`src/design/apb_pkg.sv`:
```
// Types for the APB peripheral bus
// Used by every bus-facing module and by the testbench for its transfers

package apb_pkg;

    localparam int ADDR_W = 16;
    localparam int DATA_W = 32;

    // Byte address within the peripheral window
    typedef logic [ADDR_W-1:0] apb_addr_t;

    // Read and write data words
    typedef logic [DATA_W-1:0] apb_data_t;

endpackage

```
`src/design/timer_pkg.sv`:
```
// Machine timer constants, value types and register map
// Offsets are byte addresses on the APB window of the timer

package timer_pkg;

    // --------------------------------------------------
    // Sizing
    // --------------------------------------------------
    localparam int N_HARTS = 2;
    localparam int CLK_MHZ = 12;
    localparam int MTIME_W = 64;

    // At least one bit even for a 1 MHz clock
    localparam int TICK_W = (CLK_MHZ > 1) ? $clog2(CLK_MHZ) : 1;

    typedef logic [MTIME_W-1:0] mtime_t;
    typedef logic [TICK_W-1:0]  tick_cnt_t;

    // Compare value that never fires before mtime wraps
    localparam mtime_t MTIMECMP_RESET = '1;

    // --------------------------------------------------
    // Register map
    // --------------------------------------------------
    localparam apb_pkg::apb_addr_t REG_CTRL     = 16'h0000;
    localparam apb_pkg::apb_addr_t REG_MTIME_LO = 16'h0008;
    localparam apb_pkg::apb_addr_t REG_MTIME_HI = 16'h000c;

    // Channel i low word at REG_CMP_BASE + i * CMP_STRIDE, high word 4 above
    localparam apb_pkg::apb_addr_t REG_CMP_BASE = 16'h0010;
    localparam apb_pkg::apb_addr_t CMP_STRIDE   = 16'h0008;

endpackage

```
`src/design/tick_gen.sv`:
```
// Microsecond timebase for the machine timer
// Pulses tick for one clock in every CLK_MHZ clocks

`timescale 1ns/1ps

module tick_gen (
    input  logic clk,
    input  logic rst_n,
    output logic tick
);

    localparam timer_pkg::tick_cnt_t RELOAD =
        timer_pkg::tick_cnt_t'(timer_pkg::CLK_MHZ - 1);

    timer_pkg::tick_cnt_t count;

    // Down-counter, tick registered on the zero cycle
    always_ff @(posedge clk or negedge rst_n) begin
        if (!rst_n) begin
            count <= '0;
            tick  <= 1'b0;
        end else begin
            if (count == '0) begin
                count <= RELOAD;
            end else begin
                count <= count - 1'b1;
            end
            tick <= (count == '0);
        end
    end

endmodule

```
`src/design/timer_apb_front.sv`:
```
// APB front end of the machine timer
// Decodes each access once, owns the control bit and mtime, and hands
// per-channel write strobes and read selects to the compare channels

`timescale 1ns/1ps

module timer_apb_front (
    input  logic                            clk,
    input  logic                            rst_n,
    input  logic                            psel,
    input  logic                            penable,
    input  logic                            pwrite,
    input  apb_pkg::apb_addr_t              paddr,
    input  apb_pkg::apb_data_t              pwdata,
    input  logic                            dbg_halt,
    input  logic                            tick,
    output timer_pkg::mtime_t               mtime,
    output logic                            ctrl_en,
    output logic [timer_pkg::N_HARTS-1:0]   cmp_wen_lo,
    output logic [timer_pkg::N_HARTS-1:0]   cmp_wen_hi,
    output logic                            rd_ctrl,
    output logic                            rd_mtime_lo,
    output logic                            rd_mtime_hi,
    output logic [timer_pkg::N_HARTS-1:0]   rd_cmp_lo,
    output logic [timer_pkg::N_HARTS-1:0]   rd_cmp_hi,
    output logic                            pslverr
);

    // --------------------------------------------------
    // Address decode
    // --------------------------------------------------
    logic                          sel_ctrl;
    logic                          sel_mtime_lo;
    logic                          sel_mtime_hi;
    logic [timer_pkg::N_HARTS-1:0] sel_cmp_lo;
    logic [timer_pkg::N_HARTS-1:0] sel_cmp_hi;
    logic                          access;
    logic                          wr_access;
    logic                          mapped;
    logic                          step;

    assign sel_ctrl     = (paddr == timer_pkg::REG_CTRL);
    assign sel_mtime_lo = (paddr == timer_pkg::REG_MTIME_LO);
    assign sel_mtime_hi = (paddr == timer_pkg::REG_MTIME_HI);

    for (genvar i = 0; i < timer_pkg::N_HARTS; i++) begin : g_cmp_decode
        localparam apb_pkg::apb_addr_t LO_ADDR =
            apb_pkg::apb_addr_t'(timer_pkg::REG_CMP_BASE + i * timer_pkg::CMP_STRIDE);
        localparam apb_pkg::apb_addr_t HI_ADDR = LO_ADDR + 16'd4;

        assign sel_cmp_lo[i] = (paddr == LO_ADDR);
        assign sel_cmp_hi[i] = (paddr == HI_ADDR);
    end

    assign mapped = sel_ctrl | sel_mtime_lo | sel_mtime_hi | (|sel_cmp_lo) | (|sel_cmp_hi);

    // Access phase of a transfer, no wait states
    assign access    = psel & penable;
    assign wr_access = access & pwrite;

    assign cmp_wen_lo = sel_cmp_lo & {timer_pkg::N_HARTS{wr_access}};
    assign cmp_wen_hi = sel_cmp_hi & {timer_pkg::N_HARTS{wr_access}};

    assign rd_ctrl     = sel_ctrl & access;
    assign rd_mtime_lo = sel_mtime_lo & access;
    assign rd_mtime_hi = sel_mtime_hi & access;
    assign rd_cmp_lo   = sel_cmp_lo & {timer_pkg::N_HARTS{access}};
    assign rd_cmp_hi   = sel_cmp_hi & {timer_pkg::N_HARTS{access}};

    assign pslverr = access & ~mapped;

    // --------------------------------------------------
    // Control and mtime
    // --------------------------------------------------
    // Halted harts freeze time so the debugger sees a still clock
    assign step = tick & ctrl_en & ~dbg_halt;

    always_ff @(posedge clk or negedge rst_n) begin
        if (!rst_n) begin
            ctrl_en <= 1'b1;
        end else if (sel_ctrl && wr_access) begin
            ctrl_en <= pwdata[0];
        end
    end

    // A bus write wins over the step in the same cycle
    always_ff @(posedge clk or negedge rst_n) begin
        if (!rst_n) begin
            mtime <= '0;
        end else if (sel_mtime_lo && wr_access) begin
            mtime <= {mtime[63:32], pwdata};
        end else if (sel_mtime_hi && wr_access) begin
            mtime <= {pwdata, mtime[31:0]};
        end else if (step) begin
            mtime <= mtime + 1'b1;
        end
    end

endmodule

```
`src/design/cmp_channel.sv`:
```
// One hart's compare channel of the machine timer
// Holds mtimecmp, written a word at a time from the bus, and raises irq
// while mtime has reached it

`timescale 1ns/1ps

module cmp_channel (
    input  logic               clk,
    input  logic               rst_n,
    input  timer_pkg::mtime_t  mtime,
    input  logic               wen_lo,
    input  logic               wen_hi,
    input  apb_pkg::apb_data_t wdata,
    output timer_pkg::mtime_t  mtimecmp,
    output logic               irq
);

    // Compare value, all ones out of reset so nothing fires early
    always_ff @(posedge clk or negedge rst_n) begin
        if (!rst_n) begin
            mtimecmp <= timer_pkg::MTIMECMP_RESET;
        end else begin
            if (wen_lo) begin
                mtimecmp[31:0] <= wdata;
            end
            if (wen_hi) begin
                mtimecmp[63:32] <= wdata;
            end
        end
    end

    // Registered, lags mtime and mtimecmp by one cycle
    always_ff @(posedge clk or negedge rst_n) begin
        if (!rst_n) begin
            irq <= 1'b0;
        end else begin
            irq <= (mtime >= mtimecmp);
        end
    end

endmodule

```
`src/design/timer_readback.sv`:
```
// Read data path of the machine timer
// AND-OR mux of every readable word onto prdata, zero when nothing is
// selected, so an unmapped access reads as zero

`timescale 1ns/1ps

module timer_readback (
    input  logic                          rd_ctrl,
    input  logic                          rd_mtime_lo,
    input  logic                          rd_mtime_hi,
    input  logic [timer_pkg::N_HARTS-1:0] rd_cmp_lo,
    input  logic [timer_pkg::N_HARTS-1:0] rd_cmp_hi,
    input  logic                          ctrl_en,
    input  timer_pkg::mtime_t             mtime,
    input  timer_pkg::mtime_t             mtimecmp [timer_pkg::N_HARTS],
    output apb_pkg::apb_data_t            prdata
);

    localparam int DW = apb_pkg::DATA_W;

    apb_pkg::apb_data_t ctrl_word;

    // Enable in bit 0, rest reads zero
    assign ctrl_word = apb_pkg::apb_data_t'(ctrl_en);

    always_comb begin
        prdata = {DW{rd_ctrl}} & ctrl_word;
        prdata = prdata | ({DW{rd_mtime_lo}} & mtime[31:0]);
        prdata = prdata | ({DW{rd_mtime_hi}} & mtime[63:32]);

        // Selects are one-hot, so OR-ing the channels is safe
        for (int i = 0; i < timer_pkg::N_HARTS; i++) begin
            prdata = prdata | ({DW{rd_cmp_lo[i]}} & mtimecmp[i][31:0]);
            prdata = prdata | ({DW{rd_cmp_hi[i]}} & mtimecmp[i][63:32]);
        end
    end

endmodule

```
`src/design/timer_subsystem.sv`:
```
// Machine timer subsystem on the APB peripheral bus
// Microsecond timebase, shared mtime and one compare channel per hart

`timescale 1ns/1ps

module timer_subsystem (
    input  logic                          clk,
    input  logic                          rst_n,
    input  logic                          psel,
    input  logic                          penable,
    input  logic                          pwrite,
    input  apb_pkg::apb_addr_t            paddr,
    input  apb_pkg::apb_data_t            pwdata,
    output apb_pkg::apb_data_t            prdata,
    output logic                          pslverr,
    input  logic                          dbg_halt,
    output logic [timer_pkg::N_HARTS-1:0] irq
);

    logic                          tick;
    timer_pkg::mtime_t             mtime;
    logic                          ctrl_en;
    logic [timer_pkg::N_HARTS-1:0] cmp_wen_lo;
    logic [timer_pkg::N_HARTS-1:0] cmp_wen_hi;
    logic                          rd_ctrl;
    logic                          rd_mtime_lo;
    logic                          rd_mtime_hi;
    logic [timer_pkg::N_HARTS-1:0] rd_cmp_lo;
    logic [timer_pkg::N_HARTS-1:0] rd_cmp_hi;
    timer_pkg::mtime_t             mtimecmp [timer_pkg::N_HARTS];

    tick_gen u_tick_gen (
        .clk  (clk),
        .rst_n(rst_n),
        .tick (tick)
    );

    timer_apb_front u_front (
        .clk        (clk),
        .rst_n      (rst_n),
        .psel       (psel),
        .penable    (penable),
        .pwrite     (pwrite),
        .paddr      (paddr),
        .pwdata     (pwdata),
        .dbg_halt   (dbg_halt),
        .tick       (tick),
        .mtime      (mtime),
        .ctrl_en    (ctrl_en),
        .cmp_wen_lo (cmp_wen_lo),
        .cmp_wen_hi (cmp_wen_hi),
        .rd_ctrl    (rd_ctrl),
        .rd_mtime_lo(rd_mtime_lo),
        .rd_mtime_hi(rd_mtime_hi),
        .rd_cmp_lo  (rd_cmp_lo),
        .rd_cmp_hi  (rd_cmp_hi),
        .pslverr    (pslverr)
    );

    // --------------------------------------------------
    // One compare channel per hart
    // --------------------------------------------------
    for (genvar i = 0; i < timer_pkg::N_HARTS; i++) begin : g_chan
        cmp_channel u_chan (
            .clk     (clk),
            .rst_n   (rst_n),
            .mtime   (mtime),
            .wen_lo  (cmp_wen_lo[i]),
            .wen_hi  (cmp_wen_hi[i]),
            .wdata   (pwdata),
            .mtimecmp(mtimecmp[i]),
            .irq     (irq[i])
        );
    end

    timer_readback u_readback (
        .rd_ctrl    (rd_ctrl),
        .rd_mtime_lo(rd_mtime_lo),
        .rd_mtime_hi(rd_mtime_hi),
        .rd_cmp_lo  (rd_cmp_lo),
        .rd_cmp_hi  (rd_cmp_hi),
        .ctrl_en    (ctrl_en),
        .mtime      (mtime),
        .mtimecmp   (mtimecmp),
        .prdata     (prdata)
    );

endmodule

```
`config.mk`:
```
export PLATFORM = sky130hd
export DESIGN_NAME = timer_subsystem
export DESIGN_NICKNAME = d
export VERILOG_FILES = /design/src/design/apb_pkg.sv /design/src/design/timer_pkg.sv /design/src/design/tick_gen.sv /design/src/design/timer_apb_front.sv /design/src/design/cmp_channel.sv /design/src/design/timer_readback.sv /design/src/design/timer_subsystem.sv
export SDC_FILE = /design/constraint.sdc
export NUM_CORES = 1
export LEC_CHECK = 0
export BUFFER_PORTS_ARGS = -buffer_cell sky130_fd_sc_hd__buf_2
export CAP_MARGIN = 10
export CORE_UTILIZATION = 65
export CTS_BUF_LIST = sky130_fd_sc_hd__clkbuf_8
export DETAILED_ROUTE_END_ITERATION = 12
export PLACE_DENSITY = 0.85
export SYNTH_ARGS = -nofsm -noshare
export SYNTH_HDL_FRONTEND = slang
export SYNTH_SLANG_ARGS = --single-unit
```
`constraint.sdc`:
```
create_clock -name clk -period 7.6 [get_ports clk]
set_input_delay 1.52 -clock clk [delete_from_list [all_inputs] [get_ports clk]]
set_output_delay 1.52 -clock clk [all_outputs]
set_load 0.05 [all_outputs]
```
Word level (Yosys, flattened, before mapping)
Cells that the tools add are included.
- output and inout bits: 35
- input port bits: 54
- logic and storage cells: 69
- memories: 0
- latch bits: 0
- memory bits (read-only): 0
- register bits after elaboration: 200
- memory bits (writable): 0
- reduce and logical (&&, ||, !) cells: 11
- div/mod/pow operators: 0
- shift-type cells: 0
- $add $sub $neg: 2
- $lt $le $gt $ge: 2
- $mul: 0
- bitwise logic cells: 32
- eq/ne operators: 7
- mux-type cells: 4
- operator list (kind ; number):
    32-bit AND ; 6
    32-bit OR ; 6
    64-bit >= comparator ; 2
    64-bit two-way mux ; 2
    64-bit by 1-bit adder with 64-bit output (second input constant) ; 1
    16-bit by 5-bit equality test with 1-bit output (second input constant) ; 4
    32-bit by 1-bit AND with 32-bit output ; 1
    16-bit by 4-bit equality test with 1-bit output (second input constant) ; 2
    32-bit two-way mux ; 1
    16-bit zero test ; 1
    1-bit AND ; 8
    2-bit AND ; 4
    4-bit zero test ; 1
    4-bit two-way mux ; 1
    1-bit OR ; 4
    2-bit AND reduction ; 2
    2-bit nonzero test ; 2
    2-bit OR reduction ; 2
    4-bit by 1-bit subtractor with 4-bit output (second input constant) ; 1
    1-bit logical AND ; 3
    1-bit NOT ; 3
    2-bit by 1-bit != test with 1-bit output (second input constant) ; 1

Depth between registers and ports, before layout
Gate-level depths: netlist of run 1.
- word-level depth: 9
- depth in mapped cells: 9
- gate-level depth less buffers: 8

Cells and area by module
A second synthesis of run 1 with hierarchy kept.
- cell total of the unflattened synthesis: 1614
- area, all modules: 13591.8 µm²
- modules (own cells, without submodules) (module ; cells each ; instances ; area each (µm²)):
    cmp_channel ; 434 ; 2 ; 3903.7
    timer_apb_front ; 582 ; 1 ; 4576.9
    timer_readback ; 146 ; 1 ; 997.2
    tick_gen ; 18 ; 1 ; 210.2

Least setup slack after synthesis of run 1
OpenSTA, ideal clock, no wires.
- path kind: input-to-output
- start: in paddr[14]
- end: out prdata[4]
- stages: 6
- required time: 6.080 ns
- data arrival time: 3.420 ns
- slack: 2.660 ns
- path buffers: 1
- cells stage by stage: nor4_2 -> nand3_2 -> nor4_2 -> clkbuf_1 -> a22oi_1 -> nand3_1
- longest elaborated chain between the ends: 9
- elaborated cells on any way between the ends: 25
- those cells by class: 6 x eq/ne; 18 x bitwise; 1 x reduce/logical
- ends and longest elaborated chain (what ; line ; RTL):
    from (decl) ; timer_subsystem.sv:12 ; input apb_pkg::apb_addr_t paddr,
    16-bit by 4-bit equality test with 1-bit output / 16-bit zero test (equally long branches) ; timer_apb_front.sv:43, timer_apb_front.sv:42 ;
    1-bit AND (on tied branches) ; timer_apb_front.sv:65, timer_apb_front.sv:64 ;
    32-bit AND / 32-bit by 1-bit AND with 32-bit output (equally long branches) ; timer_readback.sv:28, timer_readback.sv:27 ;
    32-bit OR ; timer_readback.sv:28 ; prdata = prdata | ({DW{rd_mtime_lo}} & mtime[31:0]);
    32-bit OR ; timer_readback.sv:29 ; prdata = prdata | ({DW{rd_mtime_hi}} & mtime[63:32]);
    32-bit OR ; timer_readback.sv:33 ; prdata = prdata | ({DW{rd_cmp_lo[i]}} & mtimecmp[i][31:0]);
    32-bit OR ; timer_readback.sv:34 ; prdata = prdata | ({DW{rd_cmp_hi[i]}} & mtimecmp[i][63:32]);
    32-bit OR ; timer_readback.sv:33 ;
    32-bit OR * ; timer_readback.sv:34 ;
    to (decl) ; timer_subsystem.sv:14 ; output apb_pkg::apb_data_t prdata,
Every way passes the cells marked *; elsewhere a longest branch is shown, timed or not.

Worst setup path after layout of run 1
- start: in paddr[9]
- end: out prdata[31]
The elaborated chain is that of the path after synthesis.

==> impl_metrics.tcl, run 1 <==
set metrics [dict create \
    drc 0 \
    cts-root-buf "clkbuf_8" \
    cts_sinks 200 \
    wl_per_cell_um 22.67 \
    finalSetupTns_ns 0 \
    antenna_cells 0 \
    slew_viol_final 0 \
    ys_seq_area_frac 0.3822 \
    worst-path-buf-inv 3 \
    crit_family "simple AND/OR/NAND/NOR gates" \
    rsz0062_at_grt "no" \
    multi_input_area_um2 7624 \
    core_area_um2 20300 \
    worst_pin_slew_ns 1.106 \
    synth_area_um2 13520 \
    post-route-min-period_ns 6.050 \
    numCtsBuffers 17 \
    worstHoldPathType "reg2reg" \
    slowest_stage "nor3_2" \
    drv_cap 0 \
    setup_ws_ns 1.550 \
    holdPathStages 1 \
    r2r-end "u_front.mtime[52]" \
    crit_chain "buf_2, nor3_1, nand3_2, nor3_2, buf_4, a22oi_1, nand3_1, buf_2" \
    p_per_area_nw_per_um2 133.3 \
    grt_first_pass_wirelength_um 62800 \
    endpoint_kind "output port" \
    clkLatencyLatePin_ns 0.50 \
    drt_iter0_drc 1236 \
    setup_viol 0 \
    hpwl_um 28270 \
    arrival_ns 4.53 \
    initial_utilization 0.6659 \
    syn_avg_cell_area_um2 9.710 \
    grt_max_degree 121 \
    ctsResizeCount 0 \
    clockBufferDepth 2 \
    ir_worst_vdd_mv 0.1037 \
    hp-start "u_tick_gen.count[2]" \
    vias 11830 \
    max_freq_ghz 0.1653 \
    critPathMostFrequentCell "buf_2" \
    whs_endpoint "u_tick_gen.tick" \
    die_width_um 146.2 \
    clkSlewWorstSetupHoldPaths_ns 0.11 \
    total_power_w 0.001953 \
    synthCells 1392 \
    globalRouteTotalUtil 0.3790 \
    postRouteAntennaNets 0 \
    async_reset_ff_frac 1.000 \
    fill_cells 1486 \
    drt_pass1_iterations 6 \
    hold_buffers 0 \
    wirelength_um 39450 \
    antenna_found_initial 1 \
    finClkSkew_ns 0.01249 \
    setup.worst_path.start_class "primary input" \
    fin_crit_sh 0.7960 \
    critPathKind "in2out" \
    synth_nets 1577 \
    drive_above_1_share 0.2660 \
    synth_cell_type_count 67 \
    viasPerCell 6.797 \
    area_growth_pct 8.405 \
    worstRegToRegCells 7 \
    ff_latch_area_um2 5166 \
    yosysWarnings 0 \
    slew_headroom 0.2586 \
    p_leak_nw 6.134 \
    crit_required_ns 6.08 \
    grt_pass1_vias 11800 \
    overflow 0 \
    io_buffers 88 \
    finalHoldViolCount 0 \
    status "finished clean" \
    gp_congestion 0.9679 \
    cts_setup_buffers 0 \
    crit_path_max_fanout 17 \
    chipHeight_um 146.2 \
    synthFlopType "dfstp_2" \
    h-tree-depth 4 \
    num_rows 52 \
    synth_edf_count 0 \
    io_pins 89 \
    slowest_delay_ns 1.01 \
    die-area_um2 21380 \
    fin_nets 1642 \
    dp_slack_ns 1.568 \
    worstReg2RegStart "u_front.mtime[1]" \
    cts_tree "built" \
    ys_ff_latch 200 \
    r2r_setup_slack_ns 4.34 \
]
cells in the final DEF (no fill, tap or decap), types with 43 or more instances in the layout:
cell type  instances
inv_1            142
ha_1             131
dfstp_2          129
nand2_1          118
mux2_2           100
a22oi_1           96
buf_2             87
dfrtp_1           71
o21ai_0           69
nand3_1           64
a21oi_1           52
nand4_1           43
final cells by class:
cell class                 instances  area share
clock buffer                      18     0.01691
timing repair buffer             103     0.03971
multi-input combinational        993      0.5203
inverter                         142     0.03638
sequential                       200      0.3526
clock inverter                    14     0.01110
tap                              270     0.02306
sequential cells by signal (all words and copies together) (netlist names):
signal and count:
g_chan.u_chan.irq 2, u_tick_gen.tick 1, u_front.ctrl_en 1, u_tick_gen.count 4, u_front.mtime 64, g_chan.u_chan.mtimecmp 128
report_power, final:
group / leakage, nW / internal (W) / total, W / switching (W)
registers: 2.23 / 0.00108 / 0.00109 / 0.0000189
clock network: 0.200 / 0.000310 / 0.000727 / 0.000417
logic: 3.70 / 0.0000429 / 0.000132 / 0.0000889
total: 6.13 / 0.00143 / 0.00195 / 0.000525
how the worst max path moves through the flow:
| stage | from | endpoint | slack [ns] | cells past startpoint |
|---|---|---|---|---|
| 3_3_place_gp | paddr[14] | prdata[1] | 1.67 | 8 |
| 6_report | paddr[9] | prdata[31] | 1.55 | 8 |
| 2_1_floorplan | paddr[14] | prdata[4] | 2.66 | 6 |
| 5_1_grt | paddr[9] | prdata[18] | 1.37 | 8 |
| 4_1_cts | paddr[14] | prdata[1] | 1.56 | 8 |
| 3_5_place_dp | paddr[14] | prdata[1] | 1.57 | 8 |
worst reg2reg max path: cells and delay by family (launching register included):
kind / cells / cell delay, ns
AO/OA/AOI/OAI: 1 / 0.08
AND/OR/NAND/NOR: 4 / 2.04
adder cells (fa/ha/maj): 1 / 0.26
XOR/XNOR: 1 / 0.17
flip-flops: 1 / 0.56
per-layer routing:
metal	GRT usage	vias to the layer above	wire [um]	part of all wire
met2	0.6010	679	18370	0.47
li1	-	5229	-	-
met1	0.4856	5763	15370	0.39
met4	0.2141	2	1993	0.051
met5	0	-	12	0.00030
met3	0.07688	153	3698	0.094
logic make-up (layout without fill, tap and decap cells):
family	count (synthesis)	after routing	synth area share
XOR/XNOR	44	44	0.02851
adder cells (fa/ha/maj)	131	131	0.1213
flip-flops	200	200	0.3822
AO/OA/AOI/OAI	312	312	0.1519
AND/OR/NAND/NOR	375	375	0.1483
buffers and inverters	199	277	0.05785
multiplexers	131	131	0.1100
synthesized netlist by cell type (all sizes together), types with 4 or more instances:
master,count,share of area
inv,142,0.039
ha,131,0.12
mux2,130,0.11
dfstp,129,0.25
nand2,118,0.033
a22oi,96,0.053
o21ai,77,0.029
dfrtp,71,0.13
nand3,66,0.025
a21oi,52,0.019
nand4,45,0.022
clkbuf,33,0.0093
nor2,33,0.0092
xnor2,29,0.019
nor3,27,0.011
a21o,26,0.014
nor4,25,0.015
buf,24,0.0091
xor2,15,0.0097
and4,14,0.0096
and3,13,0.0062
a31oi,7,0.0032
nand2b,6,0.0028
nor2b,6,0.0028
o311ai,6,0.0039
a211oi,5,0.0028
and2,5,0.0023
o31ai,5,0.0028
or3,5,0.0023
or4,5,0.0031
a221oi,4,0.0026
o2111ai,4,0.0026
o211ai,4,0.0022
metrics by stage:
stage / util / hold WS (ns) / area (um2) / instances
3_3_place_gp: 0.7003 / 0.4355 / 14210 / 1707
5_1_grt: 0.7218 / 0.4752 / 14650 / 1740
2_1_floorplan: - / 0.4197 / 13520 / 1392
6_report: 0.7218 / 0.4572 / 14650 / 1740
4_1_cts: 0.7205 / 0.4644 / 14630 / 1739
3_5_place_dp: 0.7003 / 0.4388 / 14210 / 1707
Note: power is estimated with default switching activity, not from simulation.
==> run 2: changes to the inputs <==
Settings changed: ABC_AREA set to 1, CORE_UTILIZATION 65 to 64, PLACE_DENSITY 0.85 to 0.83.
Clock period 7.6 ns to 5.95 ns, I/O delays scaled along.
==> run 2 against run 1 <==
Sequential power increased by 25%. Die area increased by 13%. Sequential cell count unchanged. Clock skew increased by 0.0098 ns. Critical endpoint is now prdata[28].
==> impl_metrics.tcl, run 2 <==
set metrics [dict create \
    synth_cell_type_count 44 \
    wirelength_um 47930 \
    core_area_um2 22920 \
    syn_avg_cell_area_um2 7.053 \
    postRouteAntennaNets 0 \
    synth_area_um2 15090 \
    yosysMostFrequentCell "nand2_1" \
    vias 14960 \
    p_leak_nw 7.135 \
    grt_first_pass_wirelength_um 75710 \
    slew_headroom 0.1749 \
    clkLatencyLatePin_ns 0.50 \
    initial_utilization 0.6586 \
    num_rows 55 \
    worstHoldPathType "reg2reg" \
    swShare 0.2676 \
    status "finished clean" \
    drive_above_1_share 0.1375 \
    ff_latch_area_um2 5166 \
    chipHeight_um 155.6 \
    fin_nets 2369 \
    numCtsBuffers 17 \
    drt_iter0_drc 1775 \
    cts_tree "built" \
    grt_max_degree 104 \
    area_growth_pct 5.347 \
    placed_cells 2478 \
    crit_path_max_fanout 31 \
    io_buffers 88 \
    hpwl_um 34920 \
    antenna_found_initial 0 \
    regMostFlops "g_chan.u_chan.mtimecmp" \
    synthCells 2140 \
    grt_pass1_vias 14400 \
    synth_top_area_frac 0.2246 \
    async_reset_ff_frac 1.000 \
    slew_viol_final 0 \
    finalSetupTns_ns 0 \
    post-route-min-period_ns 4.775 \
    worst_pin_slew_ns 1.234 \
    cts_sinks 200 \
    p_per_area_nw_per_um2 145.6 \
    wl_per_cell_um 19.09 \
    synth_edf_count 0 \
    die_width_um 155.6 \
    critPathKind "in2out" \
    pwr-share-comb 0.039 \
    cts_setup_buffers 0 \
    synth_nets 2325 \
    fill_cells 2058 \
    endpoint_kind "output port" \
    setup.worst_path.start_class "primary input" \
    clkSlewWorstSetupHoldPaths_ns 0.10 \
    layout_common_cells "575 x nand2_1, 259 x nor2_1, 257 x inv_1, 158 x nand3_1, 142 x a21oi_1" \
    cts-root-buf "clkbuf_8" \
    utilization 0.6939 \
    largest_reg_flops 128 \
    finClkSkew_ns 0.02224 \
    multi_input_area_um2 8506 \
    rsz0062_at_grt "no" \
    setup_viol 0 \
    ctsResizeCount 0 \
    total_power_w 0.002314 \
    placed_cell_area_um2 15550 \
    h-tree-depth 4 \
    globalRouteTotalUtil 0.4075 \
    synthFlopType "dfstp_2" \
    post-synth-top-area-cell "dfstp_2" \
    finalHoldViolCount 0 \
    drc 0 \
    synth_common_cells "575 x nand2_1, 259 x nor2_1, 256 x inv_1" \
    intPower_w 0.001695 \
    crit_required_ns 4.76 \
    final_common_cell "nand2_1" \
    gp_congestion 1.054 \
    ir_worst_vdd_mv 0.1382 \
    pwr-share-clk 0.371 \
    drt_pass1_iterations 6 \
    max_freq_ghz 0.2094 \
    yosysWarnings 0 \
    antenna_cells 0 \
    seqPwrFrac 0.589 \
    fin_crit_sh 0.8025 \
    arrival_ns 3.58 \
    overflow 0 \
    viasPerCell 5.959 \
    ys_seq_area_frac 0.3423 \
    p_sw_w 0.0006193 \
    hold_buffers 0 \
    drv_cap 0 \
    clockBufferDepth 2 \
    reg_top3 "g_chan.u_chan.mtimecmp (128), u_front.mtime (64), u_tick_gen.count (4)" \
    fin_cells 2510 \
    io_pins 89 \
    final_area_um2 15900 \
    ys_ff_latch 200 \
    die-area_um2 24200 \
    synthTopCellsByArea "dfstp_2 22%, nand2_1 14%, dfrtp_1 12%" \
]
run 2: changes by cell type in the layout (fill, tap and decap cells not counted), sizes merged, moves of 24 or more:
cell / before / now
a21o: 26 / 1
a22oi: 96 / 19
nor4: 25 / 1
inv: 148 / 274
mux2: 130 / 0
nand3: 66 / 165
o21ai: 77 / 177
a21oi: 52 / 142
nand2: 118 / 585
nor2: 33 / 271
run 2: per-layer routing:
layer	GRT usage	vias up	part of all wire
li1	-	7038	-
met1	0.5532	7023	0.42
met2	0.6564	768	0.46
met3	0.05917	127	0.084
met4	0.1643	0	0.037
met5	0	-	0
run 2: layout make-up:
class	count	area share
timing repair buffer	93	0.03140
multi-input combinational	1610	0.5349
tap	313	0.02463
inverter	262	0.06185
sequential	200	0.3249
clock inverter	14	0.006689
clock buffer	18	0.01558
run 2: power by group through the flow:
stage / combinational (W) / sequential, W / clock, W
after floorplan: 0.0000265 / 0.00139 / 0
after detailed placement: 0.0000910 / 0.00139 / 0
after CTS: 0.0000913 / 0.00136 / 0.000865
after global placement: 0.0000899 / 0.00139 / 0
final: 0.0000911 / 0.00136 / 0.000859
after global routing: 0.000101 / 0.00136 / 0.000910
run 2: worst paths after layout:
path	start	end	cells after the start	slack [ns]
worst max-delay path	paddr[13]	prdata[28]	11	1.18
worst min-delay path	u_tick_gen.count[0]	u_tick_gen.count[0]	1	0.45
worst max register to register	g_chan[0].u_chan.mtimecmp[63]	g_chan[0].u_chan.irq	8	3.20
worst min register to register	u_tick_gen.count[0]	u_tick_gen.count[0]	1	0.45
max in group asynchronous	rst_n	g_chan[1].u_chan.mtimecmp[22]	2	4.15
min in group asynchronous	rst_n	u_front.mtime[6]	1	0.81
run 2: worst max-delay path: stages:
cell and delay [ns]:
buf_2 0.09, nor2_1 0.10, nand2_1 0.09, nor2_4 0.51, nand2_4 0.14, nor2_4 0.15
nand2_2 0.56, nor2_1 0.33, nor2_1 0.07, nand3_1 0.09, buf_2 0.26
run 2: through the flow:
stage	hold WS [ns]	setup WS (ns)
global placement	0.4246	1.389
detailed placement	0.4372	1.282
floorplan	0.4091	1.960
finish	0.4489	1.175
global route	0.4534	1.026
CTS	0.4522	1.275
run 2: logic make-up (layout without fill, tap and decap cells):
group | count (synthesis) | after routing | share of synthesized area
adders and majority gates | 131 | 131 | 0.1086
DFF | 200 | 200 | 0.3423
AOI/OAI and AO/OA | 352 | 352 | 0.1225
xor gates and xnor gates | 28 | 28 | 0.01625
and+or+nand+nor | 1099 | 1099 | 0.3158
buffers and inverters | 330 | 387 | 0.09459
==> run 3: changes to the inputs <==
Settings changed: CORE_UTILIZATION 64 to 58, PLACE_DENSITY 0.83 to 0.8.
Clock period 5.95 ns to 4.3 ns, I/O delays scaled along.
==> run 3 against run 2 <==
Total power grew 44%. Hold slack lost 0.13 ns. Clock skew is essentially flat.
==> impl_metrics.tcl, run 3 (synthesis results as in run 2) <==
set metrics [dict create \
    status "finished clean" \
    overflow 0 \
    max_freq_ghz 0.2622 \
    wl_per_cell_um 19.09 \
    worstRegToRegCells 12 \
    grt_pass1_vias 13920 \
    rsz0062_at_grt "no" \
    p_leak_nw 7.233 \
    seqPwrFrac 0.567 \
    grt.met2_usage 0.6138 \
    cts_sinks 200 \
    swShare 0.2582 \
    crit_path_max_fanout 32 \
    drt_pass1_iterations 6 \
    die-area_um2 26670 \
    post-route-min-period_ns 3.815 \
    regMostFlops "g_chan.u_chan.mtimecmp" \
    arrival_ns 2.95 \
    setup.worst_path.start_class "primary input" \
    grt.busiest_layer "met2" \
    antenna_found_initial 0 \
    final_common_cell "nand2_1" \
    p_sw_w 0.0008590 \
    cts-root-buf "clkbuf_8" \
    clockBufferDepth 2 \
    initial_utilization 0.5959 \
    clkSlewWorstSetupHoldPaths_ns 0.11 \
    slew_viol_final 0 \
    reg_top3 "g_chan.u_chan.mtimecmp (128), u_front.mtime (64), u_tick_gen.count (4)" \
    drt_iter0_drc 1488 \
    vias 14770 \
    viasPerCell 5.814 \
    fin_crit_sh 0.8871 \
    die_width_um 163.3 \
    area_growth_pct 6.673 \
    endpoint_kind "output port" \
    crit_required_ns 3.44 \
    use_met1 0.5041 \
    finalSetupTns_ns 0 \
    cts_tree "built" \
    hpwl_um 36480 \
    antenna_cells 0 \
    globalRouteTotalUtil 0.3724 \
    pwr-share-comb 0.038 \
    fin_nets 2382 \
    finClkSkew_ns 0.02234 \
    drive_above_1_share 0.1421 \
    slew_headroom 0.3090 \
    worstReg2RegStart "u_front.mtime[0]" \
    critPathKind "in2out" \
    ctsResizeCount 0 \
    io_pins 89 \
    num_rows 58 \
    total_power_w 0.003326 \
    largest_reg_flops 128 \
    io_buffers 88 \
    finalHoldViolCount 0 \
    r2r-end "u_front.mtime[42]" \
    clkLatencyLatePin_ns 0.49 \
    p_per_area_nw_per_um2 206.6 \
    grt_first_pass_wirelength_um 75710 \
    numCtsBuffers 17 \
    grt_max_degree 110 \
    drv_cap 0 \
    layout_common_cells "575 x nand2_1, 259 x nor2_1, 258 x inv_1, 158 x nand3_1, 142 x a21oi_1" \
    utilization 0.6357 \
    intPower_w 0.002467 \
    h-tree-depth 4 \
    postRouteAntennaNets 0 \
    chipHeight_um 163.3 \
    wirelength_um 48500 \
    drc 0 \
    grtUsageMet3 0.05764 \
    core_area_um2 25330 \
    worstHoldPathType "in2async" \
    hold_buffers 0 \
    ir_worst_vdd_mv 0.1537 \
    setup_viol 0 \
    gp_congestion 1.015 \
    r2r_setup_slack_ns 1.66 \
    pwr-share-clk 0.394 \
    worst_pin_slew_ns 1.035 \
    cts_setup_buffers 0 \
]
[run 3: metal layers]
metal,up-vias,part of all wire
met2,642,0.47
met1,6979,0.43
li1,7059,-
met5,-,0
met3,87,0.078
met4,0,0.020
[run 3: worst max-delay path by stage]
stage	from	to	cells after the start
6_report	paddr[15]	prdata[12]	11
5_1_grt	paddr[13]	prdata[30]	11
4_1_cts	paddr[15]	prdata[12]	11
3_5_place_dp	paddr[15]	prdata[12]	11
3_3_place_gp	paddr[15]	prdata[16]	11
2_1_floorplan	paddr[15]	pslverr	7
[run 3: stage by stage]
stage | setup WS, ns | area [um2] | hold slack [ns] | cells
CTS | 0.5384 | 16100 | 0.3180 | 2540
floorplan | 0.9702 | 15090 | 0.4091 | 2140
global placement | 0.6222 | 15690 | 0.4241 | 2508
detailed placement | 0.5405 | 15690 | 0.4269 | 2508
global route | 0.3777 | 16100 | 0.3184 | 2540
finish | 0.4855 | 16100 | 0.3188 | 2540
[run 3: power by group through the flow]
| stage | Clock (W) | Sequential, W | Combinational (W) |
|---|---|---|---|
| floorplan | 0 | 0.00192 | 0.0000366 |
| global placement | 0 | 0.00192 | 0.000126 |
| detailed placement | 0 | 0.00192 | 0.000128 |
| CTS | 0.00132 | 0.00189 | 0.000128 |
| global route | 0.00140 | 0.00189 | 0.000141 |
| finish | 0.00131 | 0.00189 | 0.000127 |
[run 3: layout make-up]
cell class | count | area (um2)
fill | 2351 | 9226
multi-input combinational | 1610 | 8506
sequential | 200 | 5166
inverter | 262 | 983.4
timing repair buffer | 106 | 621.8
tap | 330 | 412.9
clock buffer | 18 | 247.7
clock inverter | 14 | 162.7
[run 3: worst max-delay path: stages]
cell and delay [ns]:
buf_2 0.09, nor2_1 0.09, nand2_1 0.09, nor2_4 0.20, buf_4 0.28, nand2_1 0.16
nor3_4 0.13, buf_4 0.47, a22oi_1 0.19, nand3_1 0.10, buf_2 0.26
